## src/hdl/conv_consts.svh

```systemverilog
// Convolution kernel sizes and the LFSR constants that feed its operands.
`ifndef CONV_CONSTS_SVH
`define CONV_CONSTS_SVH

// ~~~~~~~~~~~~~~~~~~~~
// kernel geometry
// ~~~~~~~~~~~~~~~~~~~~
`define CONV_TAPS   3    // filter taps per output.
`define CONV_OUTS   8    // outputs in one row.
`define CONV_PIXELS 10   // window length, taps plus outputs minus one.

// ~~~~~~~~~~~~~~~~~~~~
// operand source
// ~~~~~~~~~~~~~~~~~~~~
`define LFSR_MASK     16'hB400   // galois feedback taps.
`define LFSR_ZERO_SUB 16'h0001   // replaces an all-zero seed, which would lock up.

`endif

```

## src/hdl/conv_pkg.sv

```systemverilog
// Types shared by the convolution kernel control and datapath blocks.
package conv_pkg;

  // block-level control states.
  typedef enum logic [2:0] {
    IDLE,
    LOAD_COEF,
    LOAD_PIXEL,
    RUN,
    DONE
  } conv_state_e;

  typedef logic signed [7:0]  pixel_t;    // operand or result byte.
  typedef logic signed [17:0] acc_t;      // holds three full products without overflow.
  typedef logic        [15:0] seed_t;     // lfsr seed and state.
  typedef logic        [1:0]  tap_idx_t;
  typedef logic        [2:0]  out_idx_t;

endpackage

```

## src/hdl/conv_ctl_if.sv

```systemverilog
// Steering strobes and loop indices shared by the kernel control and data blocks.
interface conv_ctl_if;

  // strobes from the control FSM.
  logic seed_load;
  logic coef_load;
  logic pixel_load;
  logic mac_en;
  logic row_write;

  // indices and flags from the loop counters.
  conv_pkg::tap_idx_t tap_idx;
  conv_pkg::out_idx_t out_idx;
  logic               tap_last;
  logic               out_last;
  logic               load_last;

  modport fsm (
    output seed_load, coef_load, pixel_load, mac_en, row_write,
    input  tap_idx, out_idx, tap_last, out_last, load_last
  );

  modport counter (
    input  seed_load, coef_load, pixel_load, mac_en, row_write,
    output tap_idx, out_idx, tap_last, out_last, load_last
  );

  modport source (
    input seed_load, coef_load, pixel_load
  );

  modport datapath (
    input coef_load, pixel_load, mac_en, row_write, tap_idx, out_idx
  );

endinterface

```

## src/hdl/conv_ctrl_fsm.sv

```systemverilog
// Block-level FSM with ap_ctrl_chain handshake that sequences the load and compute phases.
module conv_ctrl_fsm (
  input  logic       clk,
  input  logic       arst_n,
  input  logic       ap_start,
  input  logic       ap_continue,
  output logic       ap_done,
  output logic       ap_idle,
  output logic       ap_ready,
  conv_ctl_if.fsm    ctl
);

  conv_pkg::conv_state_e state_q;
  conv_pkg::conv_state_e state_d;

  always_ff @(posedge clk or negedge arst_n) begin
    if (!arst_n) begin
      state_q <= conv_pkg::IDLE;
    end else begin
      state_q <= state_d;
    end
  end

  always_comb begin
    state_d = state_q;
    case (state_q)
      conv_pkg::IDLE: begin
        if (ap_start) state_d = conv_pkg::LOAD_COEF;
      end
      conv_pkg::LOAD_COEF: begin
        if (ctl.load_last) state_d = conv_pkg::LOAD_PIXEL;
      end
      conv_pkg::LOAD_PIXEL: begin
        if (ctl.load_last) state_d = conv_pkg::RUN;
      end
      conv_pkg::RUN: begin
        if (ctl.out_last && ctl.tap_last) state_d = conv_pkg::DONE;
      end
      conv_pkg::DONE: begin
        if (ap_continue) state_d = conv_pkg::IDLE; // row stays put until released.
      end
      default: state_d = conv_pkg::IDLE;
    endcase
  end

  // ~~~~~~~~~~~~~~~~~~~~
  // strobes and status
  // ~~~~~~~~~~~~~~~~~~~~
  assign ctl.seed_load  = (state_q == conv_pkg::IDLE) && ap_start; // the start edge seeds.
  assign ctl.coef_load  = (state_q == conv_pkg::LOAD_COEF);
  assign ctl.pixel_load = (state_q == conv_pkg::LOAD_PIXEL);
  assign ctl.mac_en     = (state_q == conv_pkg::RUN);
  assign ctl.row_write  = (state_q == conv_pkg::RUN) && ctl.tap_last;

  assign ap_idle  = (state_q == conv_pkg::IDLE);
  assign ap_done  = (state_q == conv_pkg::DONE);
  assign ap_ready = (state_q == conv_pkg::LOAD_PIXEL) && ctl.load_last; // inputs consumed.

endmodule

```

## src/hdl/conv_loop_counter.sv

```systemverilog
// Load, tap and output loop counters with their last-iteration flags.
`include "conv_consts.svh"

module conv_loop_counter (
  input  logic        clk,
  input  logic        arst_n,
  conv_ctl_if.counter ctl
);

  logic [3:0] load_cnt;
  logic [3:0] load_limit;
  logic       load_phase;

  assign load_phase = ctl.coef_load || ctl.pixel_load;
  assign load_limit = ctl.coef_load ? 4'(`CONV_TAPS - 1) : 4'(`CONV_PIXELS - 1);

  assign ctl.load_last = load_phase && (load_cnt == load_limit);
  assign ctl.tap_last  = (ctl.tap_idx == conv_pkg::tap_idx_t'(`CONV_TAPS - 1));
  assign ctl.out_last  = (ctl.out_idx == conv_pkg::out_idx_t'(`CONV_OUTS - 1));

  always_ff @(posedge clk or negedge arst_n) begin
    if (!arst_n) begin
      load_cnt    <= '0;
      ctl.tap_idx <= '0;
      ctl.out_idx <= '0;
    end else begin
      if (load_phase && !ctl.load_last) begin
        load_cnt <= load_cnt + 4'd1;
      end else begin
        load_cnt <= '0; // ready for the next phase.
      end

      if (ctl.mac_en) begin
        if (ctl.tap_last) begin
          ctl.tap_idx <= '0;
          ctl.out_idx <= ctl.out_last ? '0 : ctl.out_idx + 3'd1;
        end else begin
          ctl.tap_idx <= ctl.tap_idx + 2'd1;
        end
      end else begin
        ctl.tap_idx <= '0;
        ctl.out_idx <= '0;
      end
    end
  end

endmodule

```

## src/hdl/lfsr_source.sv

```systemverilog
// Seeded 16-bit Galois LFSR that hands out one operand byte per step.
`include "conv_consts.svh"

module lfsr_source (
  input  logic              clk,
  input  logic              arst_n,
  input  conv_pkg::seed_t   seed,
  conv_ctl_if.source        ctl,
  output conv_pkg::pixel_t  operand
);

  conv_pkg::seed_t state_q;
  conv_pkg::seed_t state_nxt;

  always_comb begin
    state_nxt = state_q >> 1;
    if (state_q[0]) state_nxt = state_nxt ^ `LFSR_MASK;
  end

  always_ff @(posedge clk or negedge arst_n) begin
    if (!arst_n) begin
      state_q <= `LFSR_ZERO_SUB;
    end else if (ctl.seed_load) begin
      state_q <= (seed == '0) ? `LFSR_ZERO_SUB : seed;
    end else if (ctl.coef_load || ctl.pixel_load) begin
      state_q <= state_nxt;
    end
  end

  assign operand = conv_pkg::pixel_t'(state_nxt[7:0]); // byte of the state being stepped into.

endmodule

```

## src/hdl/conv_datapath.sv

```systemverilog
// Coefficient and pixel registers, multiply-accumulate, output row and readback mux.
`include "conv_consts.svh"

module conv_datapath (
  input  logic              clk,
  input  logic              arst_n,
  input  conv_pkg::pixel_t  operand,
  input  conv_pkg::out_idx_t out_sel,
  conv_ctl_if.datapath      ctl,
  output conv_pkg::pixel_t  out_data
);

  conv_pkg::pixel_t coef [`CONV_TAPS];
  conv_pkg::pixel_t pix  [`CONV_PIXELS];
  conv_pkg::pixel_t row  [`CONV_OUTS];
  conv_pkg::acc_t   acc;
  conv_pkg::acc_t   acc_sum;
  logic signed [15:0] product;
  logic [3:0]       win_idx;

  // ~~~~~~~~~~~~~~~~~~~~
  // operand capture
  // ~~~~~~~~~~~~~~~~~~~~
  // bytes enter at the top, so the first one taken ends up at index 0.
  always_ff @(posedge clk) begin
    if (ctl.coef_load) begin
      for (int k = 0; k < `CONV_TAPS - 1; k++) begin
        coef[k] <= coef[k + 1];
      end
      coef[`CONV_TAPS - 1] <= operand;
    end
    if (ctl.pixel_load) begin
      for (int p = 0; p < `CONV_PIXELS - 1; p++) begin
        pix[p] <= pix[p + 1];
      end
      pix[`CONV_PIXELS - 1] <= operand;
    end
  end

  // ~~~~~~~~~~~~~~~~~~~~
  // multiply-accumulate
  // ~~~~~~~~~~~~~~~~~~~~
  assign win_idx = {1'b0, ctl.out_idx} + {2'b00, ctl.tap_idx};
  assign product = pix[win_idx] * coef[ctl.tap_idx];
  assign acc_sum = ((ctl.tap_idx == '0) ? '0 : acc) + conv_pkg::acc_t'(product);

  always_ff @(posedge clk) begin
    if (ctl.mac_en) acc <= acc_sum;
  end

  always_ff @(posedge clk or negedge arst_n) begin
    if (!arst_n) begin
      for (int o = 0; o < `CONV_OUTS; o++) begin
        row[o] <= '0;
      end
    end else if (ctl.row_write) begin
      row[ctl.out_idx] <= conv_pkg::pixel_t'(acc_sum[7:0]); // wraps, no saturation.
    end
  end

  assign out_data = row[out_sel];

endmodule

```

## src/hdl/conv_layer_random.sv

```systemverilog
// Convolution kernel top level with ap_ctrl_chain control and LFSR-fed operands.
module conv_layer_random (
  input  logic               clk,
  input  logic               arst_n,
  input  logic               ap_start,
  input  logic               ap_continue,
  input  conv_pkg::seed_t    seed,
  input  conv_pkg::out_idx_t out_sel,
  output logic               ap_done,
  output logic               ap_idle,
  output logic               ap_ready,
  output conv_pkg::pixel_t   out_data
);

  conv_pkg::pixel_t operand;

  conv_ctl_if ctl ();

  conv_ctrl_fsm u_ctrl_fsm (
    .clk         (clk),
    .arst_n      (arst_n),
    .ap_start    (ap_start),
    .ap_continue (ap_continue),
    .ap_done     (ap_done),
    .ap_idle     (ap_idle),
    .ap_ready    (ap_ready),
    .ctl         (ctl.fsm)
  );

  conv_loop_counter u_loop_counter (
    .clk    (clk),
    .arst_n (arst_n),
    .ctl    (ctl.counter)
  );

  lfsr_source u_lfsr_source (
    .clk     (clk),
    .arst_n  (arst_n),
    .seed    (seed),
    .ctl     (ctl.source),
    .operand (operand)
  );

  conv_datapath u_datapath (
    .clk      (clk),
    .arst_n   (arst_n),
    .operand  (operand),
    .out_sel  (out_sel),
    .ctl      (ctl.datapath),
    .out_data (out_data)
  );

endmodule

```

## config.mk

```make
export PLATFORM = sky130hd
export DESIGN_NAME = conv_layer_random
export DESIGN_NICKNAME = d
export VERILOG_FILES = /design/src/hdl/conv_pkg.sv /design/src/hdl/conv_ctl_if.sv /design/src/hdl/conv_ctrl_fsm.sv /design/src/hdl/conv_loop_counter.sv /design/src/hdl/lfsr_source.sv /design/src/hdl/conv_datapath.sv /design/src/hdl/conv_layer_random.sv
export VERILOG_INCLUDE_DIRS = /design/src /design/src/hdl
export SDC_FILE = /design/constraint.sdc
export NUM_CORES = 1
export LEC_CHECK = 0
export BUFFER_PORTS_ARGS = -buffer_cell sky130_fd_sc_hd__clkbuf_2
export CAP_MARGIN = 20
export CORE_MARGIN = 2
export CORE_UTILIZATION = 45
export CTS_CLUSTER_DIAMETER = 150
export DETAILED_ROUTE_END_ITERATION = 16
export PLACE_DENSITY = 0.62
export SYNTH_ARGS = -nofsm -noshare
export SYNTH_HDL_FRONTEND = slang
export SYNTH_SLANG_ARGS = --single-unit
```

## constraint.sdc

```tcl
create_clock -name clk -period 17.1 [get_ports clk]
set_input_delay 1.71 -clock clk [delete_from_list [all_inputs] [get_ports clk]]
set_output_delay 1.71 -clock clk [all_outputs]
set_load 0.02 [all_outputs]
```

# Yosys cells after proc, flatten, opt, wreduce, memory -nomap -nowiden
# Memory sizes are Yosys's and may differ from the RTL's.
# Index checks and enable logic that the tools add are counted.
[totals]
elab_cells = 83
out_inout_bits = 11
mem_bits_rw = 104
regBits = 110
n_memories = 2
in_bits = 23
[memory_table]
columns = ["memory", "words", "word_bits", "read_ports", "rd_clocked_by_memory_dff", "wr", "line", "text"]
rows = [
  ["u_datapath.pix", 10, 8, 10, 0, 10, "conv_datapath.sv:14", "conv_pkg::pixel_t pix [`CONV_PIXELS];"],
  ["u_datapath.coef", 3, 8, 3, 0, 3, "conv_datapath.sv:13", "conv_pkg::pixel_t coef [`CONV_TAPS];"],
]
[classes]
bitwise_logic = 3
addsub = 5
multipliers = 1
mux = 28
n_eq_ne = 13
order_cmp = 3
reduce_logical = 14
[op_table]
columns = ["cell", "count"]
rows = [
  ["$bwmux W64", 1],
  ["$mux W16", 4],
  ["$bmux W8 S3", 1],
  ["$demux W8 S3", 1],
  ["$mux W3", 8],
  ["$mux W8", 3],
  ["$add A18 B18 Y18", 1],
  ["$mux W18", 1],
  ["$logic_not A16 Y1", 1],
  ["$mul A8 B8 Y16", 1],
  ["$pmux W3 S5", 1],
  ["$not A3 Y4", 3],
  ["$ge A4 B4 Y1 const B", 2],
  ["$mux W4", 2],
  ["$ne A2 B2 Y1 const B", 4],
  ["$logic_and A1 B1 Y1", 7],
  ["$eq A3 B2 Y1 const B", 2],
  ["$eq A3 B3 Y1 const B", 2],
  ["$reduce_and A5 Y1", 1],
  ["$add A3 B2 Y4", 1],
  ["$add A4 B1 Y4 const B", 1],
  ["$eq A4 B4 Y1", 1],
  ["$lt A4 B1 Y1 const B", 1],
  ["$mux W1", 4],
  ["11 further kinds", 13],
]

# Depth between registers and ports, before layout
[depth]
word_depth = 7
depth_mapped = 25
ltp_nobuf = 24

# Cells and area by module
# From an unflattened synthesis, not the netlist that was laid out.
[unflattened]
hier_cells = 764
area_unflattened_um2 = 9950.8
[modules_own_cells]
columns = ["module", "cells_per_inst", "area_per_inst_um2", "n_inst", "seq_area_each_um2"]
rows = [
  ["conv_datapath", 611, 8329.2, 1, 4964.8],
  ["lfsr_source", 88, 958.4, 1, 401.6],
  ["conv_loop_counter", 41, 449.2, 1, 225.2],
  ["conv_ctrl_fsm", 24, 214.0, 1, 75.1],
]

# Least setup slack after synthesis
# No wires, ideal clock.
[synth_path]
kind = "register -> register"
start = "reg u_ctrl_fsm.state_q[1]"
end = "mem u_datapath.pix[0][0] (netlist bit), enable pin"
path_slack_ps = 10400
setup_ps = 616
required_ps = 16484
stages_incl_launch_ff = 4
path_buffers = 1
synth_period_minus_slack_ps = 6700
arrival_ps = 6084
cell_sequence = "dfrtp_1 > clkbuf_1 > inv_1 > nor3_1"
[synth_lines]
columns = ["element", "line", "text"]
rows = [
  ["from (decl)", "conv_ctrl_fsm.sv:13", "conv_pkg::conv_state_e state_q;"],
  ["from (signal assigned)", "conv_ctrl_fsm.sv:18", "state_q <= conv_pkg::IDLE;"],
  ["from (signal assigned)", "conv_ctrl_fsm.sv:20", "state_q <= state_d;"],
  ["to (decl)", "conv_datapath.sv:14", ""],
]

# Worst setup path after layout
[layout_path]
start = "reg u_loop_counter.ctl.tap_idx[0]"
end = "reg u_datapath.row[47] (netlist bit)"
[layout_via]
elab_chain_len = 5
word_cells_on_any_way = 10
classes_between = "2 x add/sub; 1 x mul; 1 x eq/ne; 2 x mux; 2 x reduce/logical; 2 x memory"
[layout_lines]
columns = ["element", "line", "text"]
rows = [
  ["from (decl)", "conv_ctl_if.sv:25", "output tap_idx, out_idx, tap_last, out_last, load_last"],
  ["from (signal assigned)", "conv_loop_counter.sv:38", "ctl.tap_idx <= ctl.tap_idx + 2'd1;"],
  ["$add A3 B2 Y4", "conv_datapath.sv:43", "assign win_idx = {1'b0, ctl.out_idx} + {2'b00, ctl.tap_idx};"],
  ["$mem_v2 Z10 W8", "--", ""],
  ["$mul A8 B8 Y16", "conv_datapath.sv:44", "assign product = pix[win_idx] * coef[ctl.tap_idx];"],
  ["$add A18 B18 Y18 (*)", "conv_datapath.sv:45", "assign acc_sum = ((ctl.tap_idx == '0) ? '0 : acc) + conv_pkg::acc_t'(product);"],
  ["net u_datapath.acc_sum[7]", "conv_datapath.sv:17", "conv_pkg::acc_t acc_sum;"],
  ["$bwmux W64 (*)", "conv_datapath.sv:57", "row[ctl.out_idx] <= conv_pkg::pixel_t'(acc_sum[7:0]);"],
  ["to (signal, indexed assignment)", "conv_datapath.sv:57", ""],
  ["to (decl)", "conv_datapath.sv:15", "conv_pkg::pixel_t row [`CONV_OUTS];"],
]
# The timed path passes the listed nets; every way through them passes the cells marked *.
# A chain may end at the register's enable or synchronous reset.

==> metrics.md <==
| Metric | Value |
|---|---|
| Area of the mapped netlist | ~10000 um2 |
| CTS root buffer | clkbuf_16 |
| Core area | approximately 21000 um2 |
| TritonCTS clock tree | done |
| Final standard cell utilization of the core | 0.522 |
| Post-Synthesis Cells | between 600 and 700 |
| Top-level I/O count | 34 |
| Synth top area share | 0.346 |
| Detailed Route Iter0 Violations | ~350 |
| Post-route setup TNS | 0 ps |
| Kind of end point of the critical path | flop |
| Antenna diode count | 0 |
| Cell depth of the worst min-delay path | 0 |
| Height of the die | between 150 and 200 um |
| Global-route track usage on met2 | 0.278 |
| Worst-skew pair later-pin latency | ~520 ps |
| Slowest cell delay on critical path | between 700 and 800 ps |
| Chain of cells forming the critical path | ha_1 -> fa_1 -> buf_16 -> mux2i_1 -> mux4_2 -> nand2_1 -> o21ai_0 -> or2_2 -> fa_1 -> fa_1 -> fa_1 -> fa_1 -> inv_1 -> ha_1 -> xor2_1 -> ha_1 -> a21oi_1 -> o21ai_0 -> xnor2_1 -> xnor3_2 -> mux2_2 |
| Reg2Reg Launch Point | u_loop_counter.ctl.tap_idx[0]$_DFF_PN0_ |
| Met1 usage in global routing | 0.250 |
| Number of antenna violations at the first check in global routing | 0 |
| Global-route layer with the greatest usage | met2 |
| Clock Sink Count | between 200 and 250 |
| TritonCTS buffer count | 24 |
| Worst slack after detailed placement | roughly 9400 ps |
| Starting utilization of the core area | 0.461 |
| Overflow after GRT | 0 |
| Buffers added on ports | 33 |
| Final worst setup slack | roughly 9800 ps |
| Number of max-cap violations | 0 |
| Number of max-slew violations in the final report | 0 |
| Result of the run | complete, no violations |
| Layout Area Growth over Synthesis | 13.3% |
| First-pass GRT wire length | roughly 31 mm |
| Vias post-DR | about 5600 |
| Longest Clk Path Bufs | 3 |
| Part of the Yosys area used for sequential elements | 0.583 |
| Count of hold buffers inserted by post-cts repair | 0 |
| Number of cells upsized or downsized after cts | 0 |
| Per-cell via count in the routed design | 5.46 |
| Distinct cell type count of the synthesized netlist | 42 |
| Yosys reg bits | just over 200 |
| Portion of the clock cycle consumed by the worst path in the final layout | 0.427 |
| Type of the setup path with the least slack | flop to flop |
| Detailed Route WL | 19.0 mm |
| Slew margin rel. | 0.277 |
| Net count after synthesis | 754 |
| Clock slew at the register clock pins of the worst setup and hold paths | 60 ps |
| Routability-driven placement congestion ratio | roughly 0.8 |
| Critical path's most frequent cell | fa_1 |
| DRC | 0 |
| Detail Route Antenna Nets | 0 |
| Number of detailed-routing iterations run before antenna repair | 5 |
| Final hold vios | 0 |
| Final setup skew | ~12 ps |
| Required @ worst endpoint | ~18000 ps |
| Async set-reset flop share out of synthesis | 0.451 |
| Final setup vio count | 0 |
| H-Tree Level Count | 1 |
| Global Route met3 Usage | 0.0292 |
| Primary FF master, synth | edfxtp_1 |
| End point of the worst hold path | u_datapath.pix[0][1]$_DFFE_PP_ |
| Share of post-route cells with drive strength above 1 | 0.251 |
| Achievable clock frequency | approximately 140 MHz |
| Global-route total usage across every layer | 0.175 |
| Worst R2R Path Depth | 21 |
| HP Start | u_datapath.pix[1][1]$_DFFE_PP_ |
| Detail-routed net length per standard cell | about 19 um |
| Cell Rows | 53 |
| Total area of multi-input combinational cells | 3830 um2 |
| Crit path buffers/inverters | 2 |
| Critical Path Source Type | flop |
| Post-layout nets | approximately 800 |
| Fill cells | around 1800 |
| Delay-heaviest family, CP | adder cells |
| Clock period minus worst slack | 7290 ps |
| Setup repair after global routing missed its margin | false |
| Horizontal die dimension | between 150 and 200 um |
| Synth Warn # | 0 |
| Leading post-synthesis cells by cell area | edfxtp_1 35%, dfrtp_1 23%, mux2_2 8.1%, mux4_2 7.0%, ha_1 4.0% |
| Number of global-route vias before repair | 5799 |
| Area taken by flip-flops and latches | approximately 5700 um2 |
| Critical path arrival | between 7000 and 8000 ps |
| Post CTS Setup Buffer Count | 0 |
| Flop2flop setup slack | just under 10000 ps |
| Die outline area | between 20000 and 25000 um2 |
| Critical Path Slowest Stage Cell | fa_1 |
| Post-synth EDFFs | approximately 110 |
| Most area-hungry cell type in the Yosys netlist | edfxtp_1 |
| Mean post-synth cell area | 14.2 um2 |
| Slew at the pin closest to its max-slew limit | about 1100 ps |
| Maximum fanout along the worst path | 15 |
| Hpwl dp | 12.6 mm |
| Largest net degree at the start of global routing | 81 |
| Reg-to-reg critical path endpoint | u_datapath.row[47]$_DFFE_PN0P_ |
| Min-delay worst type | flop to flop |
## how the worst max path moves through the flow
stage	start	end	slack (ps)	cells past startpoint
global route	u_loop_counter.ctl.tap_idx[0]$_DFF_PN0_	u_datapath.row[31]$_DFFE_PN0P_	9460	21
detailed placement	u_loop_counter.ctl.tap_idx[0]$_DFF_PN0_	u_datapath.row[47]$_DFFE_PN0P_	9360	19
global placement	u_loop_counter.ctl.tap_idx[0]$_DFF_PN0_	u_datapath.row[47]$_DFFE_PN0P_	9520	19
CTS	u_loop_counter.ctl.tap_idx[0]$_DFF_PN0_	u_datapath.row[47]$_DFFE_PN0P_	9370	20
finish	u_loop_counter.ctl.tap_idx[0]$_DFF_PN0_	u_datapath.row[47]$_DFFE_PN0P_	9810	21
floorplan	u_ctrl_fsm.state_q[1]$_DFFE_PN0P_	u_datapath.pix[0][0]$_DFFE_PP_	10400	3
## per-stage QoR
step / instances / instance area, um2 / hold WS, ps
6_report: 1017 / 11000 / 443
3_3_place_gp: 972 / 10200 / 424
3_5_place_dp: 972 / 10200 / 433
4_1_cts: 1015 / 11000 / 444
2_1_floorplan: 686 / 9710 / 418
5_1_grt: 1017 / 11000 / 447
## area by class of cell
cell class | count | area share
Tap cell | 275 | 0.0313
Timing Repair Buffer | 39 | 0.0211
Sequential cell | 204 | 0.515
Multi-Input combinational cell | 422 | 0.348
Inverter | 34 | 0.0116
Clock buffer | 36 | 0.0623
Clock inverter | 7 | 0.0111
## metal layers
layer,share of wire,vias to the layer above
li1,-,2576
met3,0.039,36
met2,0.47,123
met1,0.46,2820
met4,0.027,0
met5,0,-
## cell usage in the layout (no fill, tap or decap), drive strengths merged, types with 2 or more instances in the layout
| cell type | netlist | final |
|---|---|---|
| nand2b | 2 | 2 |
| clkbuf | 14 | 68 |
| nor4 | 3 | 3 |
| xnor2 | 18 | 18 |
| nor3 | 7 | 7 |
| or4 | 2 | 2 |
| nand3b | 4 | 4 |
| nor2b | 10 | 10 |
| clkinv | 0 | 4 |
| o21ai | 17 | 17 |
| mux2 | 72 | 72 |
| xor2 | 9 | 9 |
| mux2i | 30 | 30 |
| mux4 | 30 | 30 |
| buf | 12 | 7 |
| nand2 | 40 | 40 |
| a211oi | 2 | 2 |
| nor3b | 5 | 5 |
| xnor3 | 2 | 2 |
| dfrtp | 91 | 91 |
| o21bai | 2 | 2 |
| inv | 34 | 34 |
| a31oi | 8 | 8 |
| or2 | 4 | 4 |
| ha | 31 | 31 |
| bufinv | 0 | 3 |
| nand3 | 3 | 3 |
| a21oi | 32 | 32 |
| edfxtp | 112 | 112 |
| a21o | 3 | 3 |
| nor2 | 67 | 67 |
| fa | 14 | 14 |
## worst reg2reg max path, delay by kind of cell (launching register included)
family,cells,cell delay [ps]
xor+xnor,3,830
mux,3,860
fa+ha+maj,8,3710
compound gates,3,460
simple gates,2,450
flops,1,600
buf+inv,2,260
## cells in the mapped netlist (all sizes together) (3+ instances only)
cell and count:
edfxtp 112, dfrtp 91, mux2 72, nor2 67, nand2 40, inv 34, a21oi 32, ha 31
mux2i 30, mux4 30, xnor2 18, o21ai 17, clkbuf 14, fa 14, buf 12, nor2b 10
xor2 9, a31oi 8, nor3 7, nor3b 5, nand3b 4, or2 4, a21o 3, nand3 3
nor4 3
## cell families after synthesis
family | after synthesis | synth area share
adders and majority gates | 45 | 0.0688
muxes | 132 | 0.185
and+or+nand+nor | 149 | 0.0685
buffers and inverters | 60 | 0.0251
AOI/OAI and AO/OA | 67 | 0.0385
DFF | 204 | 0.583
xor gates and xnor gates | 29 | 0.0310
## sequential cells by signal (all words and copies together) (netlist names)
register and count:
u_ctrl_fsm.state_q 3, u_datapath.acc 8, u_datapath.coef 24, u_datapath.pix 80, u_datapath.row 64, u_lfsr_source.state_q 16
u_loop_counter.ctl.out_idx 3, u_loop_counter.ctl.tap_idx 2, u_loop_counter.load_cnt 4
Power is not shown: default switching activity piles up to over one toggle a cycle in this logic, so the estimate is an artifact.
